**src/ovcam_pkg.sv**
```systemverilog
// shared sizes, types and bus structs for the camera to display path
// image and raster are scaled down so a frame simulates in a few hundred clocks
// every design file imports this package in its module header
`default_nettype none

package ovcam_pkg;

  // captured image size
  localparam int img_cols    = 8;
  localparam int img_rows    = 6;
  localparam int img_pxls    = img_cols * img_rows;
  localparam int nb_img_pxls = 6;

  // horizontal raster, in pixel slots
  localparam int h_visible = img_cols;
  localparam int h_front   = 2;
  localparam int h_sync    = 3;
  localparam int h_back    = 3;
  localparam int h_total   = h_visible + h_front + h_sync + h_back;

  // vertical raster, in lines
  localparam int v_visible = img_rows;
  localparam int v_front   = 1;
  localparam int v_sync    = 2;
  localparam int v_back    = 1;
  localparam int v_total   = v_visible + v_front + v_sync + v_back;

  // system clocks per pixel slot
  localparam int clks_per_pxl = 2;

  // sensor sends red and blue swapped
  localparam bit swap_r_b = 1'b1;

  typedef logic [nb_img_pxls-1:0] img_addr_t;
  typedef logic [15:0]            rgb565_t;
  typedef logic [11:0]            rgb444_t;   // red in [11:8], blue in [3:0]
  typedef logic [3:0]             chan_t;
  typedef logic [3:0]             ras_cnt_t;  // raster column or row

  // parallel camera port as seen on the pins
  typedef struct packed {
    logic       pclk;
    logic       vsync;
    logic       href;
    logic [7:0] data;
  } cam_bus_t;

  // raster position with syncs, active low
  typedef struct packed {
    ras_cnt_t col;
    ras_cnt_t row;
    logic     visible;
    logic     hsync;
    logic     vsync;
  } vga_pos_t;

  typedef struct packed {
    chan_t red;
    chan_t green;
    chan_t blue;
    logic  hsync;
    logic  vsync;
  } vga_out_t;

  // frame buffer write port
  typedef struct packed {
    logic      we;
    img_addr_t addr;
    rgb444_t   data;
  } buf_wr_t;

endpackage

`default_nettype wire
```
**src/top_ov7670.sv**
```systemverilog
// camera to display top level
// capture writes the frame buffer, the raster reads it back out
// freeze high blocks buffer writes so the last frame stays on screen
// clock comes in directly, no camera configuration is done here
`timescale 1ns/1ps
`default_nettype none

module top_ov7670
  import ovcam_pkg::*;
(
  input  logic     clk,
  input  logic     arst_n,
  input  logic     freeze,
  input  cam_bus_t cam,
  output vga_out_t vga
);

  buf_wr_t   cap_wr;    // from capture
  buf_wr_t   fb_wr;     // after freeze gating
  img_addr_t rd_addr;
  rgb444_t   rd_data;
  logic      new_pxl;
  vga_pos_t  pos;

  ov7670_capture i_capture (
    .clk    (clk),
    .arst_n (arst_n),
    .cam    (cam),
    .wr     (cap_wr)
  );

  // only the strobe is gated
  assign fb_wr = '{we: cap_wr.we & ~freeze, addr: cap_wr.addr, data: cap_wr.data};

  frame_buffer i_fb (
    .clk     (clk),
    .wr      (fb_wr),
    .rd_addr (rd_addr),
    .rd_data (rd_data)
  );

  vga_sync i_sync (
    .clk     (clk),
    .arst_n  (arst_n),
    .new_pxl (new_pxl),
    .pos     (pos)
  );

  vga_display i_display (
    .clk     (clk),
    .arst_n  (arst_n),
    .new_pxl (new_pxl),
    .pos     (pos),
    .rd_addr (rd_addr),
    .rd_data (rd_data),
    .vga     (vga)
  );

endmodule

`default_nettype wire

```
**src/vga_display.sv**
```systemverilog
// display side of the frame buffer
// buffer word r*8+c is shown at column c and row r of the visible area
// the read address is prefetched into a register on new_pxl, so it moves
// together with the raster position and the read data follows one clock later
// syncs and visible are delayed one clock to match, colour is blanked outside
`timescale 1ns/1ps
`default_nettype none

module vga_display
  import ovcam_pkg::*;
(
  input  logic      clk,
  input  logic      arst_n,
  input  logic      new_pxl,
  input  vga_pos_t  pos,
  output img_addr_t rd_addr,
  input  rgb444_t   rd_data,
  output vga_out_t  vga
);

  logic     last_col;
  ras_cnt_t nxt_col;
  ras_cnt_t nxt_row;
  logic     nxt_vis;
  logic     vis_d;
  logic     hsync_d;
  logic     vsync_d;
  chan_t    red;
  chan_t    green;
  chan_t    blue;

  // position the raster moves to on this new_pxl
  assign last_col = (pos.col == ras_cnt_t'(h_total - 1));
  assign nxt_col  = last_col ? '0 : pos.col + 1'b1;
  always_comb begin
    nxt_row = pos.row;
    if (last_col) begin
      nxt_row = (pos.row == ras_cnt_t'(v_total - 1)) ? '0 : pos.row + 1'b1;
    end
  end
  assign nxt_vis = (nxt_col < h_visible) && (nxt_row < v_visible);

  // reset matches position (0,0), word 0
  always_ff @(posedge clk or negedge arst_n) begin
    if (!arst_n) begin
      rd_addr <= '0;
    end else if (new_pxl) begin
      // outside the image park on word 0
      rd_addr <= nxt_vis ? img_addr_t'(nxt_row * img_cols + nxt_col) : '0;
    end
  end

  // one clock delay, same as the buffer read
  always_ff @(posedge clk or negedge arst_n) begin
    if (!arst_n) begin
      vis_d   <= 1'b0;
      hsync_d <= 1'b1;
      vsync_d <= 1'b1;
    end else begin
      vis_d   <= pos.visible;
      hsync_d <= pos.hsync;
      vsync_d <= pos.vsync;
    end
  end

  // blanking
  assign red   = vis_d ? rd_data[11:8] : '0;
  assign green = vis_d ? rd_data[7:4]  : '0;
  assign blue  = vis_d ? rd_data[3:0]  : '0;

  assign vga = '{red: red, green: green, blue: blue, hsync: hsync_d, vsync: vsync_d};

endmodule

`default_nettype wire

```
**src/vga_sync.sv**
```systemverilog
// raster generator for the miniature vga timing
// new_pxl marks the last clock of each pixel slot
// col and row advance on new_pxl and wrap at the raster totals
// visible and syncs are registered together with the counters
`timescale 1ns/1ps
`default_nettype none

module vga_sync
  import ovcam_pkg::*;
(
  input  logic     clk,
  input  logic     arst_n,
  output logic     new_pxl,
  output vga_pos_t pos
);

  typedef logic [$clog2(clks_per_pxl)-1:0] div_t;

  div_t     clk_cnt;
  ras_cnt_t col;
  ras_cnt_t row;
  ras_cnt_t col_nxt;
  ras_cnt_t row_nxt;
  logic     visible;
  logic     hsync;
  logic     vsync;

  assign new_pxl = (clk_cnt == div_t'(clks_per_pxl - 1));

  // next raster position
  always_comb begin
    col_nxt = col;
    row_nxt = row;
    if (new_pxl) begin
      if (col == ras_cnt_t'(h_total - 1)) begin
        col_nxt = '0;
        if (row == ras_cnt_t'(v_total - 1)) begin
          row_nxt = '0;
        end else begin
          row_nxt = row + 1'b1;
        end
      end else begin
        col_nxt = col + 1'b1;
      end
    end
  end

  // flags decoded from the next position so they line up with col and row
  always_ff @(posedge clk or negedge arst_n) begin
    if (!arst_n) begin
      clk_cnt <= '0;
      col     <= '0;
      row     <= '0;
      visible <= 1'b0;
      hsync   <= 1'b1;
      vsync   <= 1'b1;
    end else begin
      clk_cnt <= new_pxl ? '0 : clk_cnt + 1'b1;
      col     <= col_nxt;
      row     <= row_nxt;
      visible <= (col_nxt < h_visible) && (row_nxt < v_visible);
      // active low, sync slots sit after the front porch
      hsync   <= !((col_nxt >= h_visible + h_front) &&
                   (col_nxt <  h_visible + h_front + h_sync));
      vsync   <= !((row_nxt >= v_visible + v_front) &&
                   (row_nxt <  v_visible + v_front + v_sync));
    end
  end

  assign pos = '{col: col, row: row, visible: visible, hsync: hsync, vsync: vsync};

endmodule

`default_nettype wire

```
**src/frame_buffer.sv**
```systemverilog
// frame buffer between capture and display
// write port from capture, takes effect at the clock edge
// read port for display, data one clock after the address
// contents are undefined until the first frame has been captured
`timescale 1ns/1ps
`default_nettype none

module frame_buffer
  import ovcam_pkg::*;
(
  input  logic      clk,
  input  buf_wr_t   wr,
  input  img_addr_t rd_addr,
  output rgb444_t   rd_data
);

  // one word per image pixel
  rgb444_t mem [img_pxls];

  // capture side
  always_ff @(posedge clk) begin
    if (wr.we) begin
      mem[wr.addr] <= wr.data;
    end
  end

  // display side, registered read
  always_ff @(posedge clk) begin
    rd_data <= mem[rd_addr];
  end

endmodule

`default_nettype wire

```
**src/ov7670_capture.sv**
```systemverilog
// camera port capture for an ov7670 style sensor in rgb565 mode
// the port is sampled in the system clock domain, pclk is edge detected
// two bytes make one pixel, reduced to rgb444 and written to the frame buffer
// write strobe is one clock wide, address restarts at every vsync rise
`timescale 1ns/1ps
`default_nettype none

module ov7670_capture
  import ovcam_pkg::*;
(
  input  logic     clk,
  input  logic     arst_n,
  input  cam_bus_t cam,
  output buf_wr_t  wr
);

  cam_bus_t   cam_q;
  logic       pclk_q;
  logic       vsync_q;
  logic       pclk_rise;
  logic       vsync_rise;
  logic       byte_ph;     // 0 waits for high byte, 1 for low byte
  logic [7:0] hi_byte;
  rgb565_t    pxl565;
  rgb444_t    pxl444;
  img_addr_t  addr_cnt;
  logic       wr_we;
  img_addr_t  wr_addr;
  rgb444_t    wr_data;

  // edge detect on the registered samples
  assign pclk_rise  = cam_q.pclk & ~pclk_q;
  assign vsync_rise = cam_q.vsync & ~vsync_q;

  // pixel as it will be once the low byte is in
  assign pxl565 = {hi_byte, cam_q.data};

  // keep top nibble of each field
  always_comb begin
    if (swap_r_b) begin
      // blue field holds red here, red field holds blue
      pxl444 = {pxl565[4:1], pxl565[10:7], pxl565[15:12]};
    end else begin
      pxl444 = {pxl565[15:12], pxl565[10:7], pxl565[4:1]};
    end
  end

  // sample the pins, history for edge detection
  always_ff @(posedge clk or negedge arst_n) begin
    if (!arst_n) begin
      cam_q   <= '0;
      pclk_q  <= 1'b0;
      vsync_q <= 1'b0;
    end else begin
      cam_q   <= cam;
      pclk_q  <= cam_q.pclk;
      vsync_q <= cam_q.vsync;
    end
  end

  // byte pairing, address count and write strobe
  always_ff @(posedge clk or negedge arst_n) begin
    if (!arst_n) begin
      byte_ph  <= 1'b0;
      addr_cnt <= '0;
      wr_we    <= 1'b0;
    end else begin
      wr_we <= 1'b0;
      if (vsync_rise) begin
        // new frame
        byte_ph  <= 1'b0;
        addr_cnt <= '0;
      end else if (pclk_rise) begin
        if (!cam_q.href) begin
          // blanking bytes, stay aligned on the high byte
          byte_ph <= 1'b0;
        end else if (!byte_ph) begin
          byte_ph <= 1'b1;
        end else begin
          byte_ph <= 1'b0;
          wr_we   <= 1'b1;
          // extra pixels past the image fold back to word 0
          if (addr_cnt == img_addr_t'(img_pxls - 1)) begin
            addr_cnt <= '0;
          end else begin
            addr_cnt <= addr_cnt + 1'b1;
          end
        end
      end
    end
  end

  // payload, only meaningful with the strobe
  always_ff @(posedge clk) begin
    if (pclk_rise && cam_q.href && !byte_ph) begin
      hi_byte <= cam_q.data;
    end
    if (pclk_rise && cam_q.href && byte_ph) begin
      wr_addr <= addr_cnt;
      wr_data <= pxl444;
    end
  end

  assign wr = '{we: wr_we, addr: wr_addr, data: wr_data};

endmodule

`default_nettype wire

```
**config.mk**
```make
export PLATFORM = sky130hd
export DESIGN_NAME = top_ov7670
export DESIGN_NICKNAME = d
export VERILOG_FILES = /design/src/ovcam_pkg.sv /design/src/top_ov7670.sv /design/src/vga_display.sv /design/src/vga_sync.sv /design/src/frame_buffer.sv /design/src/ov7670_capture.sv
export SDC_FILE = /design/constraint.sdc
export NUM_CORES = 1
export LEC_CHECK = 0
export ABC_AREA = 1
export BUFFER_PORTS_ARGS = -buffer_cell sky130_fd_sc_hd__buf_4
export CORE_UTILIZATION = 25
export CTS_CLUSTER_DIAMETER = 100
export DETAILED_ROUTE_END_ITERATION = 8
export GPL_TIMING_DRIVEN = 0
export SYNTH_ARGS = -nofsm -noshare
export SYNTH_HDL_FRONTEND = slang
export SYNTH_SLANG_ARGS = --single-unit
```
**constraint.sdc**
```tcl
create_clock -name clk -period 4.34 [get_ports clk]
set_clock_uncertainty 0.1 [all_clocks]
set_input_delay 0.217 -clock clk [delete_from_list [all_inputs] [get_ports clk]]
set_output_delay 0.217 -clock clk [all_outputs]
set_load 0.01 [all_outputs]
```
Word level (Yosys, flattened, before mapping)
Memory sizes are Yosys's and may differ from the RTL's. A register that Yosys moved wholly into a read port is not among the register bits.
Cells that the tools add are included.
{ "totals": {"regBits": 68, "ramBits": 576, "inputBits": 14, "out_inout_bits": 14, "elab_cells": 84, "mem_count": 1} }
{ "op_classes": {"add_sub_neg": 5, "n_lt_le_gt_ge": 8, "eq_ne": 3, "mux": 25, "bitwise": 6, "reduce_logical": 14} }
{ "memory_table": {"columns": ["name", "depth", "width", "rd", "rd_ports_with_merged_regs", "write_ports", "line", "source"], "rows": [
  ["i_fb.mem", 48, 12, 1, 1, 1, "frame_buffer.sv:18", "rgb444_t mem [img_pxls];"]
]} }
{ "ops": {"columns": ["cell", "n"], "rows": [
  ["$mux W6", 6],
  ["$mux W4", 8],
  ["$lt A4 B4 Y1 const B", 4],
  ["$mux W1", 11],
  ["$add A4 B1 Y4 const B", 2],
  ["$eq A4 B4 Y1 const B", 2],
  ["$lt A4 B3 Y1 const B", 2],
  ["$logic_and A1 B1 Y1", 7],
  ["$add A6 B1 Y6 const B", 1],
  ["$add A6 B4 Y6", 1],
  ["$eq A6 B6 Y1 const B", 1],
  ["$reduce_bool A2 Y1", 3],
  ["$ge A4 B3 Y1 const B", 1],
  ["$ge A4 B4 Y1 const B", 1],
  ["$and A1 B1 Y1", 3],
  ["$logic_not A1 Y1", 3],
  ["$not A1 Y1", 3],
  ["$reduce_and A3 Y1", 1],
  ["$add A1 B1 Y1 const B", 1]
]} }

Logic depth before layout (Yosys ltp)
Gate-level depths: netlist of run 1.
{ "logic_depth": {"word_depth": 7, "mapped_depth": 12, "mapped_depth_nobuf": 12} }

By module
Synthesis of run 1 repeated with hierarchy kept, for this count alone.
{ "hier_totals": {"cells_unflattened": 2256, "hier_area_um2": 26775.7} }
{ "modules_own_cells": {"columns": ["module", "n_inst", "cells_per_inst", "area_per_inst_um2"], "rows": [
  ["frame_buffer", 1, 1952, 23820.3],
  ["ov7670_capture", 1, 102, 1572.8],
  ["vga_display", 1, 117, 716.9],
  ["vga_sync", 1, 83, 655.6],
  ["top_ov7670", 1, 2, 10.0]
]} }

Worst setup path before layout of run 1
Ideal clock, no wire load.
{ "synth_path": {"path_kind": "register to register", "from": "register i_capture.wr_we", "to": "memory i_fb.mem[39][0] (netlist bit) (enable)", "setup_ns": 0.380, "arrival_ns": 1.460, "slack_ns": 2.400, "stages_incl_launch_ff": 5, "synth_period_minus_slack_ns": 1.940, "path_cell_list": "dfrtp_1 > inv_1 > nor2_2 > nand4_1 > nor2_1"} }
{ "synth_between": {"elab_chain_cells": 3} }
{ "synth_rtl": {"columns": ["element", "line", "source"], "rows": [
  ["start, declared", "ov7670_capture.sv:27", "logic wr_we;"],
  ["start signal, assigned", "ov7670_capture.sv:66", "wr_we <= 1'b0;"],
  ["start signal, assigned", "ov7670_capture.sv:68", "wr_we <= 1'b0;"],
  ["start signal, assigned", "ov7670_capture.sv:81", "wr_we <= 1'b1;"],
  ["$and A1 B1 Y1", "top_ov7670.sv:33", "assign fb_wr = '{we: cap_wr.we & ~freeze, addr: cap_wr.addr, data: cap_wr.data};"],
  ["$mux W1", "frame_buffer.sv:22", "if (wr.we) begin"],
  ["$mux W1 (implied by the code)", "frame_buffer.sv:23", "mem[wr.addr] <= wr.data;"],
  ["end, declared", "frame_buffer.sv:18", null]
]} }
No other way between the ends.

Worst setup path in the final report of run 1
{ "layout_path": {"from": "register i_capture.wr_we", "to": "memory i_fb.mem[19][7] (netlist bit) (enable)"} }
Same word-level chain as after synthesis.

==> metrics.cfg, run 1 <==
[outcome]
status=finished clean

[pwr]
p_switching_mw=2.42
seq_power_share_pct=53.9
leakagePower_nw=11.0
switching_share_pct=19.0
p_total_mw=12.7
ir_drop_mv=0.240
internal_power_mw=10.3
pwr-share-clk_pct=45.6
power_frac_comb_pct=0.6
pwr_density_cell_nw_per_um2=407

[sta]
slew_viol_final=0
setup_viol=0
layout_min_cycle_time_ns=2.93
tns_ns=0
rsz0062_at_grt=false
hold_viol_final=0
relSlewSlack_pct=4.30
post-route-worst-setup-slack_ns=1.41
fmax_ghz=0.342
holdWs_ns=0.0376
worst_pin_slew_ns=1.43
post-route-period-util_pct=67.4

[yosys]
synth_area_leaders=edfxtp_1 (69%), nand2_1 (8.2%), nand3_1 (7.0%)
synth_edf_count=601
yosysWarnings=0
synth_area_sq_um=26300
synth_area_leader_cell=edfxtp_1
ys_seq_area_share_pct=73.7
synth_cell_types=31
synth_nets=2196
synth_top_area_share_pct=68.7
synthCells=2178
synth.most_common_cell=edfxtp_1
async_flop_share_pct=6.41
ys_ff_latch=655
avgSynthCellArea_sq_um=12.1
ys.flop_type=edfxtp_1
ys_top_cells_by_count=edfxtp_1 (601), nand2_1 (575), nand3_1 (369), nor2_1 (207), o21ai_0 (82)

[floorplan]
die-area_sq_um=106000
rows=118
start_util_pct=25.3
core_area_sq_um=104000
die_h_um=326
die_w_um=326
pin_count=28

[critical_path]
worstPathCellList=inv_1, nor2_2, nand3_1, nor2_1
path_max_fanout=12
critPathBufInv=1
cpLargestDelayFamily=simple AND/OR/NAND/NOR gates
slowest_stage=nor2_1
startpoint_type=flop
setup.worst_path.end_class=flop
arrival_ns=3.02
slowest_delay_ns=1.15
criticalPathCategory=flop to flop
cp.required_ns=4.43

[detailed_routing]
dr.pass1.iters=6
viasPerCell=4.61
vias=17300
wl_per_cell_um=19.9
postRouteAntennaNets=0
drtIter0Drc=2027
drc=0
totalWireLength_mm=74.5

[placed_design]
post-place-ws_ns=1.44
placed_area_sq_um=28900
globalplace.congestion=0.916
hpwl_mm=52.4
io_buffers=27
dpl.cell_count=3612

[min_path]
hold_class=input pin to asynchronous set/reset pin

[clock_network]
cts-root-buf=clkbuf_16
cts_buffers=68
cts_tree=done
cts.sink_count=655
htree_levels=3
cts_buffer_depth=3
clk_pin_slew_ns=0.06
cts_resized=0
insertion_delay_ns=0.61

[cells_and_area]
antenna_cells=0
drive_gt1_share_pct=11.2
syn_to_final_growth_pct=18.9
layout.nets=2332
finalNonFillerCells=3741
final_core_util_pct=30.1
nFillCells=10400
final_area_sq_um=31200

[grt]
grt_pass1_vias=16500
grtUsageTotal_pct=13.8
grt_pass1_wl_mm=109
overflow=0
grt_max_degree=43
antenna_found_initial=1

[job]
drv_cap=0

==> power by group through the flow <==
stage	clock (mW)	sequential, mW	combinational [mW]
CTS	5.85	6.84	0.0739
floorplan	0	6.97	0.0145
finish	5.79	6.84	0.0719
global placement	0	6.99	0.0363
global route	6.09	6.84	0.0798
detailed placement	0	6.98	0.0649
==> flip-flops by register name, indices dropped and copies added, names as in the netlist, 4 cells and up <==
name,cells
i_capture.addr_cnt,6
i_sync.row,4
i_fb.rd_data,12
i_capture.cam_q,11
i_fb.mem,576
i_capture.wr_data,12
i_display.rd_addr,6
i_sync.col,4
i_capture.wr_addr,6
i_capture.hi_byte,7
==> path summary, 6_finish.rpt <==
| path | slack [ns] | start | cells after the start | end |
|---|---|---|---|---|
| min reg2reg | 0.25 | i_sync.visible$_DFF_PN0_ | 0 | i_display.vis_d$_DFF_PN0_ |
| min | 0.04 | arst_n | 2 | i_sync.row[3]$_DFF_PN0_ |
| max in group asynchronous | 3.71 | arst_n | 2 | i_capture.cam_q[2]$_DFF_PN0_ |
| max reg2reg | 1.41 | i_capture.wr_we$_DFF_PN0_ | 4 | i_fb.mem[19][7]$_DFFE_PP_ |
| max | 1.41 | i_capture.wr_we$_DFF_PN0_ | 4 | i_fb.mem[19][7]$_DFFE_PP_ |
| min in group clk | 0.16 | cam[9] | 2 | i_capture.cam_q[9]$_DFF_PN0_ |
==> routing by layer <==
metal,routed length (um),GRT usage (%)
met1,31400,18.6
met2,34700,22.0
met3,5930,2.63
met4,2430,5.24
met5,13,0
==> timing repair <==
item	CTS	global route
hold buffers	12	0
hold endpoints to repair	53	0
setup buffers	0	0
==> kinds of logic (layout without fill, tap and decap cells) <==
kind of cell               count (synthesis)  after routing  share of synthesized area (%)
xor gates and xnor gates                   3              3                          0.100
DFF                                      655            655                           73.7
buffers and inverters                    181            364                           3.75
AOI/OAI and AO/OA                        168            168                           3.70
and+or+nand+nor                         1167           1167                           18.6
adders and majority gates                  4              4                          0.191
==> layout by cell type, fill, tap and decap left out, types with 2 or more instances in the layout <==
master         count
clkinvlp_4         2
clkinv_1           5
buf_1             14
o21ai_1           28
nor2_2            15
edfxtp_1         601
o22ai_1            2
ha_1               4
nor3_1             9
dfxtp_1           12
clkinv_2           7
clkbuf_16         72
dfrtp_1           38
buf_16            24
buf_4             47
clkbuf_8           6
o21ai_0           82
nand2_1          575
bufinv_16          5
nor2_1           194
inv_1             50
buf_6             23
xor2_1             2
clkbuf_1          41
dfstp_2            4
dlygate4sd3_1     12
buf_2             48
o211ai_1          50
a21oi_1            5
inv_2              4
nand3_1          369
nand2_2            2
==> cell type report <==
cell class | count | area [sq um] | share of cell area [%]
sequential | 655 | 19300 | 62.0
multi-input combinational | 1342 | 5960 | 19.1
clock buffer | 97 | 1960 | 6.26
tap | 1380 | 1730 | 5.53
timing repair buffer | 66 | 1020 | 3.26
buffer | 125 | 766 | 2.45
clock inverter | 20 | 233 | 0.746
inverter | 56 | 218 | 0.697
(Power assumes the default switching activity.)
==> run 2: changes to the inputs <==
- ABC_AREA: 1 -> 0
- clock period: 4.34 -> 3 ns (I/O delays scaled with it)
==> run 2 against run 1 <==
Compared with the run above:
- the flow now finishes with violations (negative setup slack)
- final area down 2.2%
- sequential power up 45%
- core utilization grew 0.28 points
- critical endpoint is now i_fb.mem[3][4]$_DFFE_PP_
- global-route usage fell by 1.2 points
- critical path type unchanged
- register-to-register slack worse by 1.6 ns
==> metrics.cfg, run 2 <==
[yosys]
async_flop_share_pct=6.41  ; unchanged
synth_top_area_share_pct=70.7  ; was 68.7%
synth_nets=1351  ; was 2196
synth_area_sq_um=25500  ; was 26300 sq um
ys_seq_area_share_pct=75.8  ; was 73.7%
synth_area_leaders=edfxtp_1 (71%), mux2i_1 (7.6%), mux4_2 (5.2%)  ; was edfxtp_1 (69%), nand2_1 (8.2%), nand3_1 (7.0%)
synth_area_leader_cell=edfxtp_1  ; unchanged
yosysWarnings=0  ; unchanged
ys_ff_latch=655  ; unchanged
synth_cell_types=54  ; was 31
ys.flop_type=edfxtp_1  ; unchanged
synth.most_common_cell=edfxtp_1  ; unchanged
synth_edf_count=601  ; unchanged
avgSynthCellArea_sq_um=19.1  ; was 12.1 sq um
ys_top_cells_by_count=edfxtp_1 (601), mux2i_1 (193), mux4_2 (59), nor2_1 (54), a22oi_1 (49)  ; was edfxtp_1 (601), nand2_1 (575), nand3_1 (369), nor2_1 (207), o21ai_0 (82)
synthCells=1333  ; was 2178

[floorplan]
die-area_sq_um=103000  ; was 106000 sq um
pin_count=28  ; unchanged
core_area_sq_um=101000  ; was 104000 sq um
start_util_pct=25.4  ; was 25.3%
rows=116  ; was 118
die_w_um=321  ; was 326 um
die_h_um=321  ; was 326 um

[sta]
slew_viol_final=0  ; unchanged
post-route-period-util_pct=107  ; was 67.4%
relSlewSlack_pct=4.33  ; was 4.30%
post-route-worst-setup-slack_ns=-0.216  ; was 1.41 ns
rsz0062_at_grt=true  ; was false
fmax_ghz=0.311  ; was 0.342 GHz
worst_pin_slew_ns=1.43  ; about the same
hold_viol_final=0  ; unchanged
holdWs_ns=0.103  ; was 0.0376 ns
layout_min_cycle_time_ns=3.22  ; was 2.93 ns
setup_viol=24  ; was 0

[cells_and_area]
largest_register=i_fb.mem  ; unchanged
syn_to_final_growth_pct=19.7  ; was 18.9%
mostFrequentLayoutCell=edfxtp_1  ; unchanged
antenna_cells=0  ; unchanged
layout.nets=1492  ; was 2332
nFillCells=9682  ; was 10400
largest_registers=i_fb.mem: 576 flops, i_capture.wr_data: 12 flops, i_fb.rd_data: 12 flops  ; unchanged
finalNonFillerCells=2884  ; was 3741
mostFrequentLayoutCells=edfxtp_1 (601), mux2i_1 (193), clkbuf_16 (73)  ; was edfxtp_1 (601), nand2_1 (575), nand3_1 (369)
drive_gt1_share_pct=21.3  ; was 11.2%
largest_register_ffs=576  ; unchanged

[grt]
antenna_found_initial=0  ; was 1
grtUsageTotal_pct=12.6  ; was 13.8%
grt_pass1_wl_mm=93.6  ; was 109 mm
grt_pass1_vias=13600  ; was 16500
grt_max_degree=39  ; was 43
overflow=0  ; unchanged

[clock_network]
cts_tree=done  ; unchanged
cts.sink_count=655  ; unchanged
htree_levels=3  ; unchanged
cts_buffer_depth=3  ; unchanged
cts_buffers=71  ; was 68
cts-root-buf=clkbuf_16  ; unchanged
insertion_delay_ns=0.61  ; about the same
clk_pin_slew_ns=0.06  ; about the same
post-cts-setup-buffers=0  ; unchanged

[detailed_routing]
viasPerCell=4.58  ; was 4.61
drc=0  ; unchanged
vias=13200  ; was 17300
drtIter0Drc=1341  ; was 2027
totalWireLength_mm=65.4  ; was 74.5 mm
dr.pass1.iters=6  ; unchanged
postRouteAntennaNets=0  ; unchanged
wl_per_cell_um=22.7  ; was 19.9 um

[critical_path]
arrival_ns=3.31  ; was 3.02 ns
r2r-start=i_capture.wr_addr[1]$_DFFE_PP_  ; was i_capture.wr_we$_DFF_PN0_
cp.required_ns=3.10  ; was 4.43 ns
setup.worst_path.end_class=flop  ; unchanged
path_max_fanout=12  ; unchanged
startpoint_type=flop  ; unchanged
slowest_stage=nor2_1  ; unchanged
slowest_delay_ns=1.10  ; was 1.15 ns
worstSetupStartpoint=i_capture.wr_addr[1]$_DFFE_PP_  ; was i_capture.wr_we$_DFF_PN0_
criticalPathCategory=flop to flop  ; unchanged
worstPathCellList=clkbuf_1, nand3b_1, or3b_2, nor2_1  ; was inv_1, nor2_2, nand3_1, nor2_1

[pwr]
pwr_density_cell_nw_per_um2=610  ; was 407 nW/um^2
ir_drop_mv=0.375  ; was 0.240 mV
leakagePower_nw=9.29  ; was 11.0 nW

[min_path]
hold_class=input pin to flop  ; was input pin to asynchronous set/reset pin
hold_start=cam[6]

[placed_design]
dpl.cell_count=2742  ; was 3612
globalplace.congestion=0.867  ; was 0.916
hpwl_mm=44.1  ; was 52.4 mm
io_buffers=27  ; unchanged

[outcome]
violations=negative setup slack
status=finished, violations left  ; was finished clean

[job]
drv_cap=0  ; unchanged

[run 2: final timing paths]
path	end	slack, ns	cells after the start
min	i_capture.cam_q[6]$_DFF_PN0_	0.10	2
min reg2reg	i_display.hsync_d$_DFF_PN1_	0.25	0
min in group asynchronous	i_display.hsync_d$_DFF_PN1_	0.52	3
max	i_fb.mem[3][4]$_DFFE_PP_	-0.22	4
max in group asynchronous	i_sync.visible$_DFF_PN0_	2.05	4
max reg2reg	i_fb.mem[3][4]$_DFFE_PP_	-0.22	4
[run 2: per-stage QoR]
step,util [%],power (mW),worst slack [ns],cell area [sq um],setup TNS (ns)
finish,30.4,18.6,-0.216,30500,-3.12
floorplan,-,10.1,0.388,25500,0
global placement,27.3,10.1,-1.15,27400,-44.62
detailed placement,27.8,10.2,-0.348,28000,-32.02
CTS,30.3,18.7,-0.161,30500,-7.74
global route,30.4,19.1,-0.261,30500,-6.14
[run 2: cell families (layout without fill, tap and decap cells)]
| kind of cell | Yosys count | in the layout | share of synthesized area (%) |
|---|---|---|---|
| compound gates | 180 | 180 | 5.71 |
| xor+xnor | 7 | 7 | 0.240 |
| fa+ha+maj | 4 | 4 | 0.196 |
| buf+inv | 85 | 279 | 2.18 |
| flops | 655 | 655 | 75.8 |
| mux | 254 | 254 | 12.9 |
| simple gates | 148 | 148 | 2.93 |
[run 2: routing by layer]
metal / part of all wire (%) / global-route usage [%]
met4: 3.0 / 4.71
met1: 41 / 16.0
met2: 50 / 21.5
met3: 6.3 / 2.06
met5: 0 / 0
[run 2: power breakdown]
part	switching, mW	total, mW	leakage (nW)	internal (mW)
clock	3.48	8.66	1.13	5.18
combinational	0.0498	0.0919	2.12	0.0421
sequential	0.0172	9.89	6.04	9.87
[run 2: timing repair]
action | in CTS | in global routing
setup endpoints to repair | 205 | 60
pin swaps | 0 | 0
hold buffers | 14 | 0
resized for setup | 14 | 6
hold endpoints to repair | 53 | 0
[run 2: final cells by class]
cell class | instances | area [sq um] | share of cell area [%]
tap | 1357 | 1700 | 5.56
inverter | 8 | 30.0 | 0.0983
multi-input combinational | 593 | 5710 | 18.7
timing repair buffer | 68 | 936 | 3.06
clock inverter | 41 | 403 | 1.32
clock buffer | 85 | 1890 | 6.20
buffer | 77 | 528 | 1.73
sequential | 655 | 19300 | 63.3
[run 2: worst max-delay path: cells and delay by family, from the launching register on]
kind,cells,cell delay [ns]
flip-flops,1,0.42
AND/OR/NAND/NOR,3,1.92
buffers and inverters,1,0.36
==> run 3: changes to the inputs <==
- SETUP_SLACK_MARGIN: default -> 0.05
==> run 3 against run 2 <==
Compared with the run above:
- the run still ends with negative setup slack left
- non-clock buffer count is 1 lower
- flip-flop and latch count is the same
- final area is essentially flat
- fmax grew 0.59%
- count of clock-buffer cells in the layout unchanged
- core utilization about the same
- die area unchanged
- global-route usage hardly changed
- critical path type unchanged
- highest routed layer unchanged
==> metrics.cfg, run 3 (synthesis gave the netlist of run 2 again) <==
[min_path]
min_delay_worst_endpoint=i_capture.cam_q[6]$_DFF_PN0_  ; unchanged
hold_class=input pin to flop  ; unchanged
hold_start=cam[6]  ; unchanged
hold_depth=2  ; unchanged

[cells_and_area]
syn_to_final_growth_pct=19.7  ; about the same
layout.nets=1491  ; was 1492
regArea_sq_um=19300  ; unchanged
multiInputGateArea_sq_um=5730  ; was 5710 sq um
largest_register=i_fb.mem  ; unchanged
largest_register_ffs=576  ; unchanged
drive_gt1_share_pct=21.4  ; was 21.3%
antenna_cells=0  ; unchanged
nFillCells=9682  ; unchanged
mostFrequentLayoutCells=edfxtp_1 (601), mux2i_1 (193), clkbuf_16 (73)  ; unchanged
mostFrequentLayoutCell=edfxtp_1  ; unchanged
largest_registers=i_fb.mem: 576 flops, i_capture.wr_data: 12 flops, i_fb.rd_data: 12 flops  ; unchanged

[critical_path]
rr_endpoint=i_fb.mem[3][4]$_DFFE_PP_  ; unchanged
startpoint_type=flop  ; unchanged
path_max_fanout=12  ; unchanged
criticalPathCategory=flop to flop  ; unchanged
rrSetupSlack_ns=-0.20  ; was -0.22 ns
setup.worst_path.end_class=flop  ; unchanged
r2r-start=i_capture.wr_addr[1]$_DFFE_PP_  ; unchanged
arrival_ns=3.30  ; was 3.31 ns
cp.required_ns=3.10  ; about the same
reg2reg_depth=4  ; unchanged

[clock_network]
post-cts-setup-buffers=0  ; unchanged
insertion_delay_ns=0.61  ; about the same
clk_pin_slew_ns=0.06  ; about the same
cts_tree=done  ; unchanged
cts_buffers=71  ; unchanged
htree_levels=3  ; unchanged
cts.sink_count=655  ; unchanged
cts_buffer_depth=3  ; unchanged
cts-root-buf=clkbuf_16  ; unchanged

[grt]
antenna_found_initial=0  ; unchanged
grtUsageTotal_pct=12.6  ; about the same
grt_pass1_vias=13500  ; was 13600
grt_pass1_wl_mm=93.6  ; about the same
grt_max_degree=39  ; unchanged
overflow=0  ; unchanged

[sta]
tns_ns=-3.31  ; was -3.12 ns
hold_viol_final=0  ; unchanged
worst_pin_slew_ns=1.41  ; was 1.43 ns
post-route-worst-setup-slack_ns=-0.197  ; was -0.216 ns
setup_viol=24  ; unchanged
fmax_ghz=0.313  ; was 0.311 GHz
slew_viol_final=0  ; unchanged
post-route-period-util_pct=107  ; about the same
layout_min_cycle_time_ns=3.20  ; was 3.22 ns
relSlewSlack_pct=5.65  ; was 4.33%
rsz0062_at_grt=true  ; unchanged

[detailed_routing]
viasPerCell=4.56  ; was 4.58
postRouteAntennaNets=0  ; unchanged
dr.pass1.iters=5  ; was 6
vias=13200  ; about the same
drc=0  ; unchanged
wl_per_cell_um=22.6  ; was 22.7 um
totalWireLength_mm=65.3  ; was 65.4 mm
drtIter0Drc=1384  ; was 1341

[pwr]
ir_drop_mv=0.377  ; was 0.375 mV
leakagePower_nw=9.28  ; was 9.29 nW
p_total_mw=18.6  ; about the same
pwr_density_cell_nw_per_um2=610  ; about the same

[placed_design]
globalplace.congestion=0.867  ; unchanged
io_buffers=27  ; unchanged
hpwl_mm=44.1  ; unchanged

[floorplan]
die_w_um=321  ; unchanged
die_h_um=321  ; unchanged
pin_count=28  ; unchanged
rows=116  ; unchanged
start_util_pct=25.4  ; unchanged
die-area_sq_um=103000  ; unchanged
core_area_sq_um=101000  ; unchanged

[outcome]
violations=negative setup slack  ; unchanged
status=finished, violations left  ; unchanged

[job]
drv_cap=0  ; unchanged

==> run 3: changes by cell type in the layout (fill, tap and decap cells not counted), sizes merged <==
cell,change
clkbuf,-1
==> run 3: repair_timing <==
item	in CTS	in global routing
endpoints found under the hold margin	53	0
pin swaps	0	0
setup endpoints to repair	226	104
hold buffers	14	0
resized for setup	17	7
==> run 3: worst max-delay path by stage <==
stage                                         from                    endpoint  depth (start not counted)
floorplan                i_capture.wr_we$_DFF_PN0_   i_fb.mem[32][0]$_DFFE_PP_                          3
global placement         i_capture.wr_we$_DFF_PN0_  i_fb.mem[16][10]$_DFFE_PP_                          3
detailed placement  i_capture.wr_addr[2]$_DFFE_PP_    i_fb.mem[1][7]$_DFFE_PP_                          4
CTS                 i_capture.wr_addr[1]$_DFFE_PP_    i_fb.mem[3][4]$_DFFE_PP_                          4
global route        i_capture.wr_addr[1]$_DFFE_PP_   i_fb.mem[43][7]$_DFFE_PP_                          4
finish              i_capture.wr_addr[1]$_DFFE_PP_    i_fb.mem[3][4]$_DFFE_PP_                          4
==> run 3: metal layers <==
metal | track usage [%] | up-vias | part of all wire, %
met2 | 21.5 | 483 | 50
met5 | 0 | - | 0
met3 | 2.06 | 121 | 6.0
li1 | - | 5686 | -
met4 | 4.71 | 0 | 3.0
met1 | 16.0 | 6864 | 41
==> run 3: metrics by stage <==
step / util, % / instance area, sq um / setup slack (ns) / hold slack [ns] / std cells
5_1_grt: 30.4 / 30500 / -0.261 / 0.109 / 2883
6_report: 30.4 / 30500 / -0.197 / 0.102 / 2883
3_5_place_dp: 27.8 / 28000 / -0.348 / 0.0785 / 2742
4_1_cts: 30.3 / 30500 / -0.161 / 0.0768 / 2882
3_3_place_gp: 27.3 / 27400 / -1.15 / 0.0650 / 2717
2_1_floorplan: - / 25500 / 0.388 / -0.246 / 1333
==> run 3: area by class of cell <==
type,instances,area share [%]
multi-input cells,593,18.7
plain buffers,77,1.73
repair buffers,67,3.02
well taps,1357,5.56
flip-flops and latches,655,63.3
clock buffers,85,6.19
inverters,8,0.0983
clock inverters,41,1.32
==> run 3: critical path, stage by stage, from the launching register on <==
cell,delay [ns]
edfxtp_1,0.43
clkbuf_1,0.36
nand3b_1,0.22
or3b_2,0.60
nor2_1,1.06
==> run 3: where the power goes <==
| group | internal (mW) | leakage, nW | switching, mW | total [mW] |
|---|---|---|---|---|
| logic | 0.0421 | 2.11 | 0.0497 | 0.0918 |
| clock network | 5.18 | 1.13 | 3.48 | 8.65 |
| registers | 9.87 | 6.04 | 0.0172 | 9.89 |
| total | 15.1 | 9.28 | 3.55 | 18.6 |
